<file path="src/rv_dec_cfg.svh">
`ifndef RV_DEC_CFG_SVH
`define RV_DEC_CFG_SVH

`define DEC_LANES 2
`define XLEN 32

// index of the trapping lane, one bit minimum
`define TRAP_LANE_W ((`DEC_LANES > 1) ? $clog2(`DEC_LANES) : 1)

`endif

</file>
<file path="src/rv_dec_pkg.sv">
package rv_dec_pkg;

  // rv32i major opcodes handled by the stage
  typedef enum logic [6:0] {
    OP_LOAD   = 7'b0000011,
    OP_STORE  = 7'b0100011,
    OP_R      = 7'b0110011,
    OP_I      = 7'b0010011,
    OP_BRANCH = 7'b1100011,
    OP_JAL    = 7'b1101111,
    OP_JALR   = 7'b1100111,
    OP_LUI    = 7'b0110111,
    OP_AUIPC  = 7'b0010111,
    OP_SYSTEM = 7'b1110011
  } opcode_t;

  typedef enum logic [3:0] {
    MEM_NONE, MEM_LB, MEM_LH, MEM_LW, MEM_LBU, MEM_LHU, MEM_SB, MEM_SH, MEM_SW
  } mem_op_t;

  typedef enum logic [1:0] {CF_NONE, CF_BRANCH, CF_JUMP, CF_JALR} cf_op_t;

  typedef enum logic [1:0] {CSR_NONE, CSR_WRITE, CSR_SET, CSR_CLEAR} csr_op_t;

  typedef enum logic [2:0] {
    IMM_I_ALU, IMM_I_SHIFT, IMM_S, IMM_B, IMM_U, IMM_J, IMM_CSR
  } imm_ext_op_t;

  // compare codes double as branch conditions
  typedef enum logic [3:0] {
    ALU_ADD, ALU_SUB, ALU_NE, ALU_LT, ALU_GE, ALU_LTU, ALU_GEU,
    ALU_SLL, ALU_SRL, ALU_SRA, ALU_XOR, ALU_OR, ALU_AND
  } alu_ctrl_t;

  typedef enum logic [1:0] {ALU_A_REG, ALU_A_PC, ALU_A_ZERO} alu_a_sel_t;

  typedef enum logic {ALU_B_REG, ALU_B_IMM} alu_b_sel_t;

  typedef enum logic [1:0] {RES_ALU, RES_MEM, RES_NEXT_PC, RES_CSR} result_sel_t;

  // mcause exception codes, interrupt bit kept elsewhere
  typedef enum logic [30:0] {
    TRAP_ILLEGAL    = 31'd2,
    TRAP_BREAKPOINT = 31'd3,
    TRAP_ECALL_M    = 31'd11
  } trap_code_t;

endpackage

</file>
<file path="src/fetch_bundle_split.sv">
`timescale 1ns/1ns
`include "rv_dec_cfg.svh"

module fetch_bundle_split (
  input  logic                            clk,
  input  logic                            rst_n,
  input  logic                            in_valid,
  input  logic [`DEC_LANES*`XLEN-1:0]     in_instr,
  input  logic [`DEC_LANES-1:0]           in_lane_mask,
  output logic [`XLEN-1:0]                lane_instr [`DEC_LANES],
  output logic [`DEC_LANES-1:0]           lane_valid
);

  always_ff @(posedge clk or negedge rst_n) begin
    if (!rst_n) begin
      lane_valid <= '0;
    end else begin
      lane_valid <= in_valid ? in_lane_mask : '0;  // strobe, no hold
    end
  end

  // lane 0 takes the low word
  always_ff @(posedge clk) begin
    if (in_valid) begin
      for (int i = 0; i < `DEC_LANES; i++) begin
        lane_instr[i] <= in_instr[i*`XLEN +: `XLEN];
      end
    end
  end

  // an x strobe or mask would leak into the issue scan
  a_lane_valid_known: assert property (
    @(posedge clk) disable iff (!rst_n) !$isunknown(lane_valid));

endmodule

</file>
<file path="src/decoder.sv">
`timescale 1ns/1ns
`include "rv_dec_cfg.svh"

module decoder (
  input  logic [`XLEN-1:0]        instr,
  output logic                    rd_valid,
  output logic                    rs1_valid,
  output logic                    rs2_valid,
  output rv_dec_pkg::mem_op_t     mem_op,
  output rv_dec_pkg::cf_op_t      cf_op,
  output rv_dec_pkg::csr_op_t     csr_op,
  output rv_dec_pkg::alu_ctrl_t   alu_control,
  output rv_dec_pkg::imm_ext_op_t imm_kind,
  output rv_dec_pkg::alu_a_sel_t  alu_a_src,
  output rv_dec_pkg::alu_b_sel_t  alu_b_src,
  output logic                    pc_alu_src,
  output rv_dec_pkg::result_sel_t result_src,
  output logic                    csr_bitmask_sel,
  output logic                    trap_valid,
  output rv_dec_pkg::trap_code_t  trap_mcause
);

  rv_dec_pkg::opcode_t opcode;
  logic [2:0]          funct3;
  logic [6:0]          funct7;
  logic [11:0]         funct12;
  logic [4:0]          rs1;
  logic [4:0]          rd;
  logic                alt;
  logic                shift_f3;
  logic                bad_r_funct7;
  logic                bad_shift_funct7;

  assign opcode   = rv_dec_pkg::opcode_t'(instr[6:0]);
  assign funct3   = instr[14:12];
  assign funct7   = instr[31:25];
  assign funct12  = instr[31:20];
  assign rs1      = instr[19:15];
  assign rd       = instr[11:7];
  assign alt      = instr[30];  // sub / sra / srai
  assign shift_f3 = (funct3 == 3'b001) || (funct3 == 3'b101);

  // only add/sub and srl/sra have a second funct7 encoding
  assign bad_r_funct7 = (funct7 != 7'h00) &&
                        !((funct7 == 7'h20) && ((funct3 == 3'b000) || (funct3 == 3'b101)));
  assign bad_shift_funct7 = shift_f3 && (funct7 != 7'h00) &&
                            !((funct3 == 3'b101) && (funct7 == 7'h20));

  function automatic rv_dec_pkg::alu_ctrl_t arith_ctrl(input logic [2:0] f3,
                                                       input logic       sub_sel,
                                                       input logic       sra_sel);
    case (f3)
      3'b000: begin
        if (sub_sel) return rv_dec_pkg::ALU_SUB;
        return rv_dec_pkg::ALU_ADD;
      end
      3'b001: return rv_dec_pkg::ALU_SLL;
      3'b010: return rv_dec_pkg::ALU_LT;
      3'b011: return rv_dec_pkg::ALU_LTU;
      3'b100: return rv_dec_pkg::ALU_XOR;
      3'b101: begin
        if (sra_sel) return rv_dec_pkg::ALU_SRA;
        return rv_dec_pkg::ALU_SRL;
      end
      3'b110: return rv_dec_pkg::ALU_OR;
      default: return rv_dec_pkg::ALU_AND;
    endcase
  endfunction

  always_comb begin
    rd_valid        = 1'b0;
    rs1_valid       = 1'b0;
    rs2_valid       = 1'b0;
    mem_op          = rv_dec_pkg::MEM_NONE;
    cf_op           = rv_dec_pkg::CF_NONE;
    csr_op          = rv_dec_pkg::CSR_NONE;
    alu_control     = rv_dec_pkg::ALU_ADD;  // addresses, lui, auipc
    imm_kind        = rv_dec_pkg::IMM_I_ALU;
    alu_a_src       = rv_dec_pkg::ALU_A_REG;
    alu_b_src       = rv_dec_pkg::ALU_B_REG;
    pc_alu_src      = 1'b0;
    result_src      = rv_dec_pkg::RES_ALU;
    csr_bitmask_sel = 1'b0;
    trap_valid      = 1'b0;
    trap_mcause     = rv_dec_pkg::TRAP_ILLEGAL;

    case (opcode)
      rv_dec_pkg::OP_LOAD: begin
        rd_valid   = 1'b1;
        rs1_valid  = 1'b1;
        alu_b_src  = rv_dec_pkg::ALU_B_IMM;
        result_src = rv_dec_pkg::RES_MEM;
        case (funct3)
          3'b000:  mem_op = rv_dec_pkg::MEM_LB;
          3'b001:  mem_op = rv_dec_pkg::MEM_LH;
          3'b010:  mem_op = rv_dec_pkg::MEM_LW;
          3'b100:  mem_op = rv_dec_pkg::MEM_LBU;
          3'b101:  mem_op = rv_dec_pkg::MEM_LHU;
          default: trap_valid = 1'b1;
        endcase
      end
      rv_dec_pkg::OP_STORE: begin
        rs1_valid = 1'b1;
        rs2_valid = 1'b1;
        imm_kind  = rv_dec_pkg::IMM_S;
        alu_b_src = rv_dec_pkg::ALU_B_IMM;
        case (funct3)
          3'b000:  mem_op = rv_dec_pkg::MEM_SB;
          3'b001:  mem_op = rv_dec_pkg::MEM_SH;
          3'b010:  mem_op = rv_dec_pkg::MEM_SW;
          default: trap_valid = 1'b1;
        endcase
      end
      rv_dec_pkg::OP_R: begin
        if (bad_r_funct7) begin
          trap_valid = 1'b1;
        end else begin
          rd_valid    = 1'b1;
          rs1_valid   = 1'b1;
          rs2_valid   = 1'b1;
          alu_control = arith_ctrl(funct3, alt, alt);
        end
      end
      rv_dec_pkg::OP_I: begin
        if (bad_shift_funct7) begin
          trap_valid = 1'b1;
        end else begin
          rd_valid    = 1'b1;
          rs1_valid   = 1'b1;
          alu_b_src   = rv_dec_pkg::ALU_B_IMM;
          alu_control = arith_ctrl(funct3, 1'b0, alt);  // bit 30 is imm for addi
          if (shift_f3) imm_kind = rv_dec_pkg::IMM_I_SHIFT;
        end
      end
      rv_dec_pkg::OP_BRANCH: begin
        rs1_valid = 1'b1;
        rs2_valid = 1'b1;
        imm_kind  = rv_dec_pkg::IMM_B;
        cf_op     = rv_dec_pkg::CF_BRANCH;
        case (funct3)
          3'b000:  alu_control = rv_dec_pkg::ALU_SUB;  // beq on zero result
          3'b001:  alu_control = rv_dec_pkg::ALU_NE;
          3'b100:  alu_control = rv_dec_pkg::ALU_LT;
          3'b101:  alu_control = rv_dec_pkg::ALU_GE;
          3'b110:  alu_control = rv_dec_pkg::ALU_LTU;
          3'b111:  alu_control = rv_dec_pkg::ALU_GEU;
          default: trap_valid = 1'b1;
        endcase
      end
      rv_dec_pkg::OP_JAL: begin
        rd_valid   = 1'b1;
        imm_kind   = rv_dec_pkg::IMM_J;
        cf_op      = rv_dec_pkg::CF_JUMP;
        result_src = rv_dec_pkg::RES_NEXT_PC;
      end
      rv_dec_pkg::OP_JALR: begin
        rd_valid   = 1'b1;
        rs1_valid  = 1'b1;
        alu_b_src  = rv_dec_pkg::ALU_B_IMM;
        cf_op      = rv_dec_pkg::CF_JALR;
        result_src = rv_dec_pkg::RES_NEXT_PC;
        pc_alu_src = 1'b1;  // target base is rs1, not pc
        if (funct3 != 3'b000) trap_valid = 1'b1;
      end
      rv_dec_pkg::OP_LUI: begin
        rd_valid  = 1'b1;
        imm_kind  = rv_dec_pkg::IMM_U;
        alu_a_src = rv_dec_pkg::ALU_A_ZERO;
        alu_b_src = rv_dec_pkg::ALU_B_IMM;
      end
      rv_dec_pkg::OP_AUIPC: begin
        rd_valid  = 1'b1;
        imm_kind  = rv_dec_pkg::IMM_U;
        alu_a_src = rv_dec_pkg::ALU_A_PC;
        alu_b_src = rv_dec_pkg::ALU_B_IMM;
      end
      rv_dec_pkg::OP_SYSTEM: begin
        case (funct3)
          3'b000: begin
            trap_valid = 1'b1;
            if ((rs1 == 5'd0) && (rd == 5'd0)) begin
              if (funct12 == 12'h000) trap_mcause = rv_dec_pkg::TRAP_ECALL_M;
              else if (funct12 == 12'h001) trap_mcause = rv_dec_pkg::TRAP_BREAKPOINT;
            end
          end
          3'b100: trap_valid = 1'b1;
          default: begin
            // csr forms, bit 2 picks the uimm variant
            rd_valid        = 1'b1;
            rs1_valid       = !funct3[2];
            result_src      = rv_dec_pkg::RES_CSR;
            csr_bitmask_sel = funct3[2];
            if (funct3[2]) imm_kind = rv_dec_pkg::IMM_CSR;
            case (funct3[1:0])
              2'b01: csr_op = rv_dec_pkg::CSR_WRITE;
              2'b10: if (rs1 != 5'd0) csr_op = rv_dec_pkg::CSR_SET;
              default: if (rs1 != 5'd0) csr_op = rv_dec_pkg::CSR_CLEAR;
            endcase
          end
        endcase
      end
      default: trap_valid = 1'b1;
    endcase
  end

endmodule

</file>
<file path="src/imm_extender.sv">
`timescale 1ns/1ns
`include "rv_dec_cfg.svh"

module imm_extender (
  input  logic [`XLEN-1:0]        instr,
  input  rv_dec_pkg::imm_ext_op_t imm_kind,
  output logic [`XLEN-1:0]        imm
);

  always_comb begin
    case (imm_kind)
      rv_dec_pkg::IMM_I_ALU:   imm = {{(`XLEN-12){instr[31]}}, instr[31:20]};
      rv_dec_pkg::IMM_I_SHIFT: imm = {{(`XLEN-5){1'b0}}, instr[24:20]};  // shamt only
      rv_dec_pkg::IMM_S:       imm = {{(`XLEN-12){instr[31]}}, instr[31:25], instr[11:7]};
      rv_dec_pkg::IMM_B: begin
        imm = {{(`XLEN-12){instr[31]}}, instr[7], instr[30:25], instr[11:8], 1'b0};
      end
      rv_dec_pkg::IMM_U:       imm = {instr[31:12], {(`XLEN-20){1'b0}}};
      rv_dec_pkg::IMM_J: begin
        imm = {{(`XLEN-20){instr[31]}}, instr[19:12], instr[20], instr[30:21], 1'b0};
      end
      rv_dec_pkg::IMM_CSR:     imm = {{(`XLEN-5){1'b0}}, instr[19:15]};  // uimm in rs1 field
      default:                 imm = '0;
    endcase
  end

endmodule

</file>
<file path="src/issue_collector.sv">
`timescale 1ns/1ns
`include "rv_dec_cfg.svh"

module issue_collector (
  input  logic                          clk,
  input  logic                          rst_n,
  input  logic [`DEC_LANES-1:0]         lane_valid,
  input  logic [`DEC_LANES-1:0]         dec_rd_valid,
  input  logic [`DEC_LANES-1:0]         dec_rs1_valid,
  input  logic [`DEC_LANES-1:0]         dec_rs2_valid,
  input  rv_dec_pkg::mem_op_t           dec_mem_op [`DEC_LANES],
  input  rv_dec_pkg::cf_op_t            dec_cf_op [`DEC_LANES],
  input  rv_dec_pkg::csr_op_t           dec_csr_op [`DEC_LANES],
  input  rv_dec_pkg::alu_ctrl_t         dec_alu_control [`DEC_LANES],
  input  rv_dec_pkg::alu_a_sel_t        dec_alu_a_src [`DEC_LANES],
  input  rv_dec_pkg::alu_b_sel_t        dec_alu_b_src [`DEC_LANES],
  input  rv_dec_pkg::result_sel_t       dec_result_src [`DEC_LANES],
  input  logic [`DEC_LANES-1:0]         dec_csr_bitmask_sel,
  input  logic [`XLEN-1:0]              dec_imm [`DEC_LANES],
  input  logic [`DEC_LANES-1:0]         dec_trap_valid,
  input  rv_dec_pkg::trap_code_t        dec_trap_mcause [`DEC_LANES],
  output logic [`DEC_LANES-1:0]         out_valid,
  output logic [`DEC_LANES-1:0]         out_rd_valid,
  output logic [`DEC_LANES-1:0]         out_rs1_valid,
  output logic [`DEC_LANES-1:0]         out_rs2_valid,
  output rv_dec_pkg::mem_op_t           out_mem_op [`DEC_LANES],
  output rv_dec_pkg::cf_op_t            out_cf_op [`DEC_LANES],
  output rv_dec_pkg::csr_op_t           out_csr_op [`DEC_LANES],
  output rv_dec_pkg::alu_ctrl_t         out_alu_control [`DEC_LANES],
  output rv_dec_pkg::alu_a_sel_t        out_alu_a_src [`DEC_LANES],
  output rv_dec_pkg::alu_b_sel_t        out_alu_b_src [`DEC_LANES],
  output rv_dec_pkg::result_sel_t       out_result_src [`DEC_LANES],
  output logic [`DEC_LANES-1:0]         out_csr_bitmask_sel,
  output logic [`XLEN-1:0]              out_imm [`DEC_LANES],
  output logic                          out_trap_valid,
  output logic [`TRAP_LANE_W-1:0]       out_trap_lane,
  output rv_dec_pkg::trap_code_t        out_trap_mcause
);

  logic [`DEC_LANES-1:0]   issue;
  logic                    trap_hit;
  logic [`TRAP_LANE_W-1:0] trap_lane;
  rv_dec_pkg::trap_code_t  trap_cause;

  // lowest masked-in trap wins, everything above it is dropped
  always_comb begin
    issue      = '0;
    trap_hit   = 1'b0;
    trap_lane  = '0;
    trap_cause = rv_dec_pkg::TRAP_ILLEGAL;
    for (int i = 0; i < `DEC_LANES; i++) begin
      if (lane_valid[i] && !trap_hit) begin
        if (dec_trap_valid[i]) begin
          trap_hit   = 1'b1;
          trap_lane  = i[`TRAP_LANE_W-1:0];
          trap_cause = dec_trap_mcause[i];
        end else begin
          issue[i] = 1'b1;
        end
      end
    end
  end

  always_ff @(posedge clk or negedge rst_n) begin
    if (!rst_n) begin
      out_valid      <= '0;
      out_trap_valid <= 1'b0;
    end else begin
      out_valid      <= issue;
      out_trap_valid <= trap_hit;
    end
  end

  always_ff @(posedge clk) begin
    out_rd_valid        <= dec_rd_valid;
    out_rs1_valid       <= dec_rs1_valid;
    out_rs2_valid       <= dec_rs2_valid;
    out_mem_op          <= dec_mem_op;
    out_cf_op           <= dec_cf_op;
    out_csr_op          <= dec_csr_op;
    out_alu_control     <= dec_alu_control;
    out_alu_a_src       <= dec_alu_a_src;
    out_alu_b_src       <= dec_alu_b_src;
    out_result_src      <= dec_result_src;
    out_csr_bitmask_sel <= dec_csr_bitmask_sel;
    out_imm             <= dec_imm;
    out_trap_lane       <= trap_lane;
    out_trap_mcause     <= trap_cause;
  end

  a_nothing_past_trap: assert property (@(posedge clk) disable iff (!rst_n)
    out_trap_valid |-> ((out_valid >> out_trap_lane) == '0));

  // issued lanes must come from the splitter mask of the previous cycle
  a_issue_needs_mask: assert property (@(posedge clk) disable iff (!rst_n)
    (out_valid & ~$past(lane_valid)) == '0);

endmodule

</file>
<file path="src/rv_decode_stage.sv">
`timescale 1ns/1ns
`include "rv_dec_cfg.svh"

module rv_decode_stage (
  input  logic                          clk,
  input  logic                          rst_n,
  input  logic                          in_valid,
  input  logic [`DEC_LANES*`XLEN-1:0]   in_instr,
  input  logic [`DEC_LANES-1:0]         in_lane_mask,
  output logic [`DEC_LANES-1:0]         out_valid,
  output logic [`DEC_LANES-1:0]         out_rd_valid,
  output logic [`DEC_LANES-1:0]         out_rs1_valid,
  output logic [`DEC_LANES-1:0]         out_rs2_valid,
  output rv_dec_pkg::mem_op_t           out_mem_op [`DEC_LANES],
  output rv_dec_pkg::cf_op_t            out_cf_op [`DEC_LANES],
  output rv_dec_pkg::csr_op_t           out_csr_op [`DEC_LANES],
  output rv_dec_pkg::alu_ctrl_t         out_alu_control [`DEC_LANES],
  output rv_dec_pkg::alu_a_sel_t        out_alu_a_src [`DEC_LANES],
  output rv_dec_pkg::alu_b_sel_t        out_alu_b_src [`DEC_LANES],
  output rv_dec_pkg::result_sel_t       out_result_src [`DEC_LANES],
  output logic [`DEC_LANES-1:0]         out_csr_bitmask_sel,
  output logic [`XLEN-1:0]              out_imm [`DEC_LANES],
  output logic                          out_trap_valid,
  output logic [`TRAP_LANE_W-1:0]       out_trap_lane,
  output rv_dec_pkg::trap_code_t        out_trap_mcause
);

  logic [`XLEN-1:0]        lane_instr [`DEC_LANES];
  logic [`DEC_LANES-1:0]   lane_valid;
  logic [`DEC_LANES-1:0]   dec_rd_valid;
  logic [`DEC_LANES-1:0]   dec_rs1_valid;
  logic [`DEC_LANES-1:0]   dec_rs2_valid;
  rv_dec_pkg::mem_op_t     dec_mem_op [`DEC_LANES];
  rv_dec_pkg::cf_op_t      dec_cf_op [`DEC_LANES];
  rv_dec_pkg::csr_op_t     dec_csr_op [`DEC_LANES];
  rv_dec_pkg::alu_ctrl_t   dec_alu_control [`DEC_LANES];
  rv_dec_pkg::alu_a_sel_t  dec_alu_a_src [`DEC_LANES];
  rv_dec_pkg::alu_b_sel_t  dec_alu_b_src [`DEC_LANES];
  rv_dec_pkg::result_sel_t dec_result_src [`DEC_LANES];
  logic [`DEC_LANES-1:0]   dec_csr_bitmask_sel;
  logic [`XLEN-1:0]        dec_imm [`DEC_LANES];
  logic [`DEC_LANES-1:0]   dec_trap_valid;
  rv_dec_pkg::trap_code_t  dec_trap_mcause [`DEC_LANES];

  fetch_bundle_split i_fetch_bundle_split (.*);

  for (genvar i = 0; i < `DEC_LANES; i++) begin : g_lane
    rv_dec_pkg::imm_ext_op_t imm_kind;

    decoder i_decoder (
      .instr           (lane_instr[i]),
      .rd_valid        (dec_rd_valid[i]),
      .rs1_valid       (dec_rs1_valid[i]),
      .rs2_valid       (dec_rs2_valid[i]),
      .mem_op          (dec_mem_op[i]),
      .cf_op           (dec_cf_op[i]),
      .csr_op          (dec_csr_op[i]),
      .alu_control     (dec_alu_control[i]),
      .imm_kind        (imm_kind),
      .alu_a_src       (dec_alu_a_src[i]),
      .alu_b_src       (dec_alu_b_src[i]),
      .pc_alu_src      (),  // consumed by the branch unit, outside this stage
      .result_src      (dec_result_src[i]),
      .csr_bitmask_sel (dec_csr_bitmask_sel[i]),
      .trap_valid      (dec_trap_valid[i]),
      .trap_mcause     (dec_trap_mcause[i])
    );

    imm_extender i_imm_extender (
      .instr    (lane_instr[i]),
      .imm_kind (imm_kind),
      .imm      (dec_imm[i])
    );
  end

  issue_collector i_issue_collector (.*);

endmodule

</file>
<file path="config.mk">
export PLATFORM = sky130hd
export DESIGN_NAME = rv_decode_stage
export DESIGN_NICKNAME = d
export VERILOG_FILES = /design/src/rv_dec_pkg.sv /design/src/fetch_bundle_split.sv /design/src/decoder.sv /design/src/imm_extender.sv /design/src/issue_collector.sv /design/src/rv_decode_stage.sv
export VERILOG_INCLUDE_DIRS = /design/src
export SDC_FILE = /design/constraint.sdc
export NUM_CORES = 1
export LEC_CHECK = 0
export BUFFER_PORTS_ARGS = -buffer_cell sky130_fd_sc_hd__buf_2
export CAP_MARGIN = 0
export CORE_MARGIN = 2
export CORE_UTILIZATION = 53
export CTS_BUF_LIST = sky130_fd_sc_hd__clkbuf_4 sky130_fd_sc_hd__clkbuf_8
export DETAILED_ROUTE_END_ITERATION = 6
export HOLD_SLACK_MARGIN = 0.15
export PLACE_DENSITY = 0.82
export REMOVE_ABC_BUFFERS = 1
export SYNTH_ARGS = -nofsm -noshare
export SYNTH_HDL_FRONTEND = slang
export SYNTH_SLANG_ARGS = --single-unit
</file>
<file path="constraint.sdc">
create_clock -name clk -period 2.9 [get_ports clk]
set_input_delay 0.145 -clock clk [delete_from_list [all_inputs] [get_ports clk]]
set_output_delay 0.145 -clock clk [all_outputs]
set_load 0.03 [all_outputs]
</file>
* After elaboration in Yosys (flattened, before gate mapping) *
Cells that the tools add are included.

operators by class
  mux-type cells = 128
  reduce and logical (&&, ||, !) cells = 64
  bitwise gates (word level) = 2
  equal/unequal tests = 54

operators with widths
  kind                 count
  $pmux 32 s7          2
  $mux 31              12
  $pmux 4 s7           4
  $pmux 3 s6           4
  $eq 7x6->1 const B   8
  $eq 7x7->1 const B   8
  $mux 4               14
  $mux 1               53
  $pmux 4 s3           4
  $eq 3x3->1 const B   14
  $pmux 3 s5           2
  $reduce_or 5->1      6
  $eq 7x5->1 const B   4
  $eq 12x1->1 const B  2
  $eq 3x2->1 const B   8
  $logic_not 12->1     2
  $pmux 2 s3           4
  $logic_not 5->1      4
  $mux 3               6
  $reduce_or 3->1      6
  $pmux 1 s4           4
  $pmux 1 s8           2
  $pmux 2 s2           4
  $pmux 4 s2           2
  other kinds (17)     69

word-level totals
  input bits = 69
  register bits after elaboration = 207
  output and inout port bits = 141

* Depth between registers and ports, before layout *
  depth after elaboration = 12
  depth in mapped cells = 9
  gate-level depth less buffers = 7

* Hierarchy *
A second synthesis with hierarchy kept.

second synthesis, totals
  cell total of the unflattened synthesis = 811
  area, all modules = 8456.9 um^2

by module, submodules not included
  module                          seq. area each (um^2)  area an instance (um^2)  instances  cells an instance
  issue_collector                 2837.7                 3440.8                   1          255
  fetch_bundle_split              1971.9                 1984.4                   1          68
  decoder at g_lane[0].i_decoder  0.0                    1047.3                   1          169
  decoder at g_lane[1].i_decoder  0.0                    1028.5                   1          153
  imm_extender                    0.0                    478.0                    2          83

* Least setup slack after synthesis *
OpenSTA, ideal clock, no wires.

  kind = register to register
  from = register i_fetch_bundle_split.lane_instr[12] in the netlist's numbering
  to = register i_issue_collector.out_trap_mcause[0]
  setup slack = 0.596 ns
  period minus slack after synthesis = 2.304 ns
  stages on the path, launching flop included = 9
  arrival time = 2.188 ns
  cells stage by stage = edfxtp_1 > inv_1 > ha_1 > buf_2 > nand3b_1 > a2111oi_4 > nor3_1 > or4_4 > a41o_1

between the ends
  word-level cells in the longest chain between the ends = 9
  elaborated cells on any way between the ends = 33
  classes of those cells = 6 x eq/ne; 12 x mux; 15 x reduce/logical

RTL lines
  what                                           RTL line                  RTL
  from (decl)                                    fetch_bundle_split.sv:10  output logic [`XLEN-1:0] lane_instr [`DEC_LANES],
  from (signal, indexed assignment)              fetch_bundle_split.sv:26  lane_instr[i] <= in_instr[i*`XLEN +: `XLEN];
  $eq 3x3->1 or $logic_not 3->1 (tied branches)  --
  $logic_or 1x1->1                               decoder.sv:45             !((funct7 == 7'h20) && ((funct3 == 3'b000) || (funct3 == 3'b101)));
  $logic_and 1x1->1                              decoder.sv:45
  $logic_not 1->1                                decoder.sv:45
  $logic_and 1x1->1                              decoder.sv:44             assign bad_r_funct7 = (funct7 != 7'h00) &&
  $mux 1                                         decoder.sv:115            if (bad_r_funct7) begin
  $pmux 1 s8                                     decoder.sv:87             case (opcode)
  $mux 31 (*)                                    issue_collector.sv:53     if (dec_trap_valid[i]) begin
  $mux 31 (*)                                    issue_collector.sv:52     if (lane_valid[i] && !trap_hit) begin
  net i_issue_collector.trap_cause[0]            issue_collector.sv:43     rv_dec_pkg::trap_code_t trap_cause;
  to (signal assigned)                           issue_collector.sv:88     out_trap_mcause <= trap_cause;
  to (decl)                                      issue_collector.sv:37     output rv_dec_pkg::trap_code_t out_trap_mcause

Mark *: on every way through the listed nets, which the timed path passes. The rest lies on a longest branch.
A chain may end at the register's enable or synchronous reset.

* Worst setup path after layout *
  from = register i_fetch_bundle_split.lane_instr[44] in the netlist's numbering
  to = register i_issue_collector.out_trap_valid

between the ends
  word-level cells in the longest chain between the ends = 12
  elaborated cells on any way between the ends = 35
  classes of those cells = 6 x eq/ne; 12 x mux; 17 x reduce/logical

RTL lines
  what                                           RTL line               RTL
  $eq 3x3->1 or $logic_not 3->1 (tied branches)  --
  $logic_or 1x1->1                               decoder.sv:45
  $logic_and 1x1->1                              decoder.sv:45
  $logic_not 1->1                                decoder.sv:45
  $logic_and 1x1->1                              decoder.sv:44
  $mux 1                                         decoder.sv:115
  $pmux 1 s8 (*)                                 decoder.sv:87
  $mux 1 (*)                                     issue_collector.sv:53
  $mux 1 (*)                                     issue_collector.sv:52
  $logic_not 1->1                                issue_collector.sv:52
  $logic_and 1x1->1                              issue_collector.sv:52
  $mux 1 (*)                                     issue_collector.sv:52
  net i_issue_collector.trap_hit                 issue_collector.sv:41  logic trap_hit;
  to (signal assigned)                           issue_collector.sv:70  out_trap_valid <= trap_hit;
  to (decl)                                      issue_collector.sv:35  output logic out_trap_valid,

Marks and branches as above.

==> flow_summary.toml <==
[run_status]
outcome = "completed"

[power_and_ir_drop]
p_seq_frac = 0.523
p_leak_nw = 4.18
p_comb_frac = 0.146
p_clk_frac = 0.331
p_sw_mw = 1.53
power_mw = 5.51
vdd_drop_max_mv = 0.517
internal-power_mw = 3.99
switching_share = 0.277
cellPowerDensity_mw_per_mm2 = 614

[sta]
rsz0062_at_grt = "no"
max_freq_mhz = 380
tightest_slew_ns = 0.732
final.min_clock_period_ns = 2.63
fin_tns_setup_ns = 0
finalHoldViolations = 0
skew_ns = 0.0157
max-slew-margin-rel = 0.506
finalCritPeriodShare = 0.907
setup_viol = 0
slew_viol_final = 0

[synthesis]
synth_seq_area_share = 0.617
ys_types = 74
syn_area_sq_mm = 0.00686
synth-seq-cells = 178
avgSynthCellArea_sq_um = 11.8
yosys_warnings = 0
synth.area.top_cells = "dfxtp_1, edfxtp_1, a21o_1, buf_4, nand2_1"
yosys.cell_count.top_type = "dfxtp_1"
synth_top_area_share = 0.318
netlist_top_cells_count = "dfxtp_1, edfxtp_1, a21o_1"
synth_cells = 580
dominantRegCellSynth = "dfxtp_1"
yosys.area.top_type = "dfxtp_1"
synthArstFlopShare = 0.0281
synth_edf_count = 64

[drt]
ant_nets = 0
routed_wirelength_microns = 17900
vias = 5472
wl_per_cell_microns = 17.5
drc_errors = 0
dr.pass1.iters = 5
drtIter0Drc = 294
vias_per_cell = 5.35

[floorplanning]
core_area_sq_mm = 0.0126
dieArea_sq_mm = 0.0139
die_w_microns = 118
rows = 41
start_util = 0.543
fp.dieH_microns = 118
pin_count = 210

[cells_and_area]
antennaDiodeCount = 0
fin_nets = 917
drive_gt1_frac = 0.298
multi_input_comb_area_sq_mm = 0.00231
fillers = 894
area_growth_pct = 30.9
seq_area_sq_mm = 0.00423

[global_route]
first_global_vias = 5483
grt_overflow = 0
antenna_found_initial = 0
grt_max_degree = 27
track_usage = 0.259
grt_pass1_wl_microns = 28200

[setup_path]
path_delay_family = "compound AO/OA/AOI/OAI gates"
cp_data_arrival_time_ns = 2.97
rrSetupSlack_ns = 0.27
end_kind = "flop"
reg2reg_from = "i_fetch_bundle_split.lane_instr[44]"
r2r_end = "i_issue_collector.out_trap_valid"
criticalPathCategory = "flop to flop"
critPathLaunch = "i_fetch_bundle_split.lane_instr[44]"
cp.required_ns = 3.24
cp_num_buf_inv = 1
slowest_stage = "edfxtp_1"
startpoint_type = "flop"
cp_cell_sequence = "inv_1 > ha_2 > nor2b_1 > o311ai_0 > a32o_1 > o31ai_2 > a21bo_1"
r2r_cells = 7
path_max_fanout = 10
slowest_delay_ns = 0.46

[worst_hold_path]
hold_path.class = "primary input to flop"
holdPathEnd = "i_fetch_bundle_split.lane_instr[41]"
min_path_cells = 2
holdCritStartpoint = "in_instr[9]"

[clock_tree]
insertion_delay_ns = 0.45
cts_root_buf = "clkbuf_8"
cts_tree = "done"
cts_num_sinks = 178
cts_made_buffers = 17
clk_path_buf_depth = 2
cts_max_level = 4
clk_pin_slew_ns = 0.10

[placed_design]
port-buffer-count = 180
hpwl_microns = 12300
place_congestion = 0.914

[job]
maxCapViolations = 0
[state kept, by name (all words and copies together) (netlist names), 4 cells and up]
register,flops
i_issue_collector.out_csr_op,4
i_issue_collector.out_alu_control,8
i_issue_collector.out_imm,64
i_issue_collector.out_result_src,4
i_issue_collector.out_cf_op,4
i_fetch_bundle_split.lane_instr,64
i_issue_collector.out_mem_op,8
i_issue_collector.out_alu_a_src,4
[cell families (layout without fill, tap and decap cells)]
kind of cell / Yosys count / after routing / synth area share
multiplexers: 5 / 5 / 0.00766
AO/OA/AOI/OAI: 117 / 117 / 0.131
other: 2 / 29 / 0.00110
buffers and inverters: 73 / 317 / 0.0620
flip-flops: 178 / 178 / 0.617
AND/OR/NAND/NOR: 195 / 195 / 0.163
adder cells (fa/ha/maj): 10 / 10 / 0.0182
[cells in the final DEF, fill, tap and decap left out, types with 6 or more instances in the layout]
master | netlist | layout
nor2b_1 | 16 | 16
nor3_1 | 20 | 20
dfxtp_1 | 109 | 109
clkbuf_8 | 0 | 19
a22oi_1 | 6 | 6
edfxtp_1 | 64 | 64
dlygate4sd3_1 | 0 | 69
a21o_1 | 40 | 40
a21oi_1 | 10 | 10
and3_1 | 8 | 8
buf_4 | 30 | 17
nor4_1 | 11 | 11
nor2_1 | 37 | 37
ha_1 | 10 | 9
inv_1 | 18 | 18
inv_6 | 0 | 6
buf_2 | 7 | 180
and2_1 | 18 | 18
o21ai_0 | 14 | 14
conb_1 | 2 | 29
nand2_1 | 37 | 37
[through the flow]
| step | util | std cells | area, sq um | worst slack [ns] | hold slack [ns] |
|---|---|---|---|---|---|
| 2_1_floorplan | - | 553 | 6600 | 0.464 | -0.151 |
| 3_3_place_gp | 0.622 | 922 | 7850 | 0.402 | -0.0227 |
| 3_5_place_dp | 0.622 | 922 | 7850 | 0.242 | -0.0196 |
| 4_1_cts | 0.711 | 1023 | 8970 | 0.225 | 0.362 |
| 5_1_grt | 0.711 | 1023 | 8980 | 0.0770 | 0.370 |
| 6_report | 0.711 | 1023 | 8980 | 0.270 | 0.391 |
[power groups by stage]
| stage | clock network, mW | registers [mW] | logic (mW) |
|---|---|---|---|
| global route | 1.96 | 2.91 | 0.852 |
| floorplan | 0 | 3.10 | 0.274 |
| finish | 1.82 | 2.89 | 0.803 |
| CTS | 1.85 | 2.88 | 0.789 |
| detailed placement | 0 | 2.94 | 0.713 |
| global placement | 0 | 2.93 | 0.709 |
[repair_timing]
item / 4_1_cts / 5_1_grt
hold buffers: 69 / 0
endpoints found under the hold margin: 86 / 0
endpoints found under the setup margin: 0 / 1
buffers inserted: 0 / 0
gates resized for setup: 0 / 1
[metal layers]
metal	GRT usage	vias up	wire, microns
li1	-	2550	-
met2	0.462	338	9120
met1	0.295	2528	6840
met3	0.0630	56	1350
met4	0.114	0	636
met5	0	-	0
[worst max-delay path by stage]
stage | slack, ns | depth (start not counted) | endpoint
after floorplan | 0.46 | 7 | i_issue_collector.out_trap_mcause[0]
after global placement | 0.40 | 7 | i_issue_collector.out_trap_valid
after detailed placement | 0.24 | 7 | i_issue_collector.out_trap_valid
after CTS | 0.22 | 7 | i_issue_collector.out_trap_valid
after global routing | 0.08 | 7 | i_issue_collector.out_trap_valid
final | 0.27 | 7 | i_issue_collector.out_trap_valid
[layout make-up]
class | count | share of cell area
Clock inverter | 12 | 0.0185
Clock buffer | 20 | 0.0300
Sequential cell | 178 | 0.471
Tap cell | 172 | 0.0240
Multi-Input combinational cell | 356 | 0.257
Timing Repair Buffer | 266 | 0.192
Inverter | 19 | 0.00795
Power figures use the tool's default switching activity.
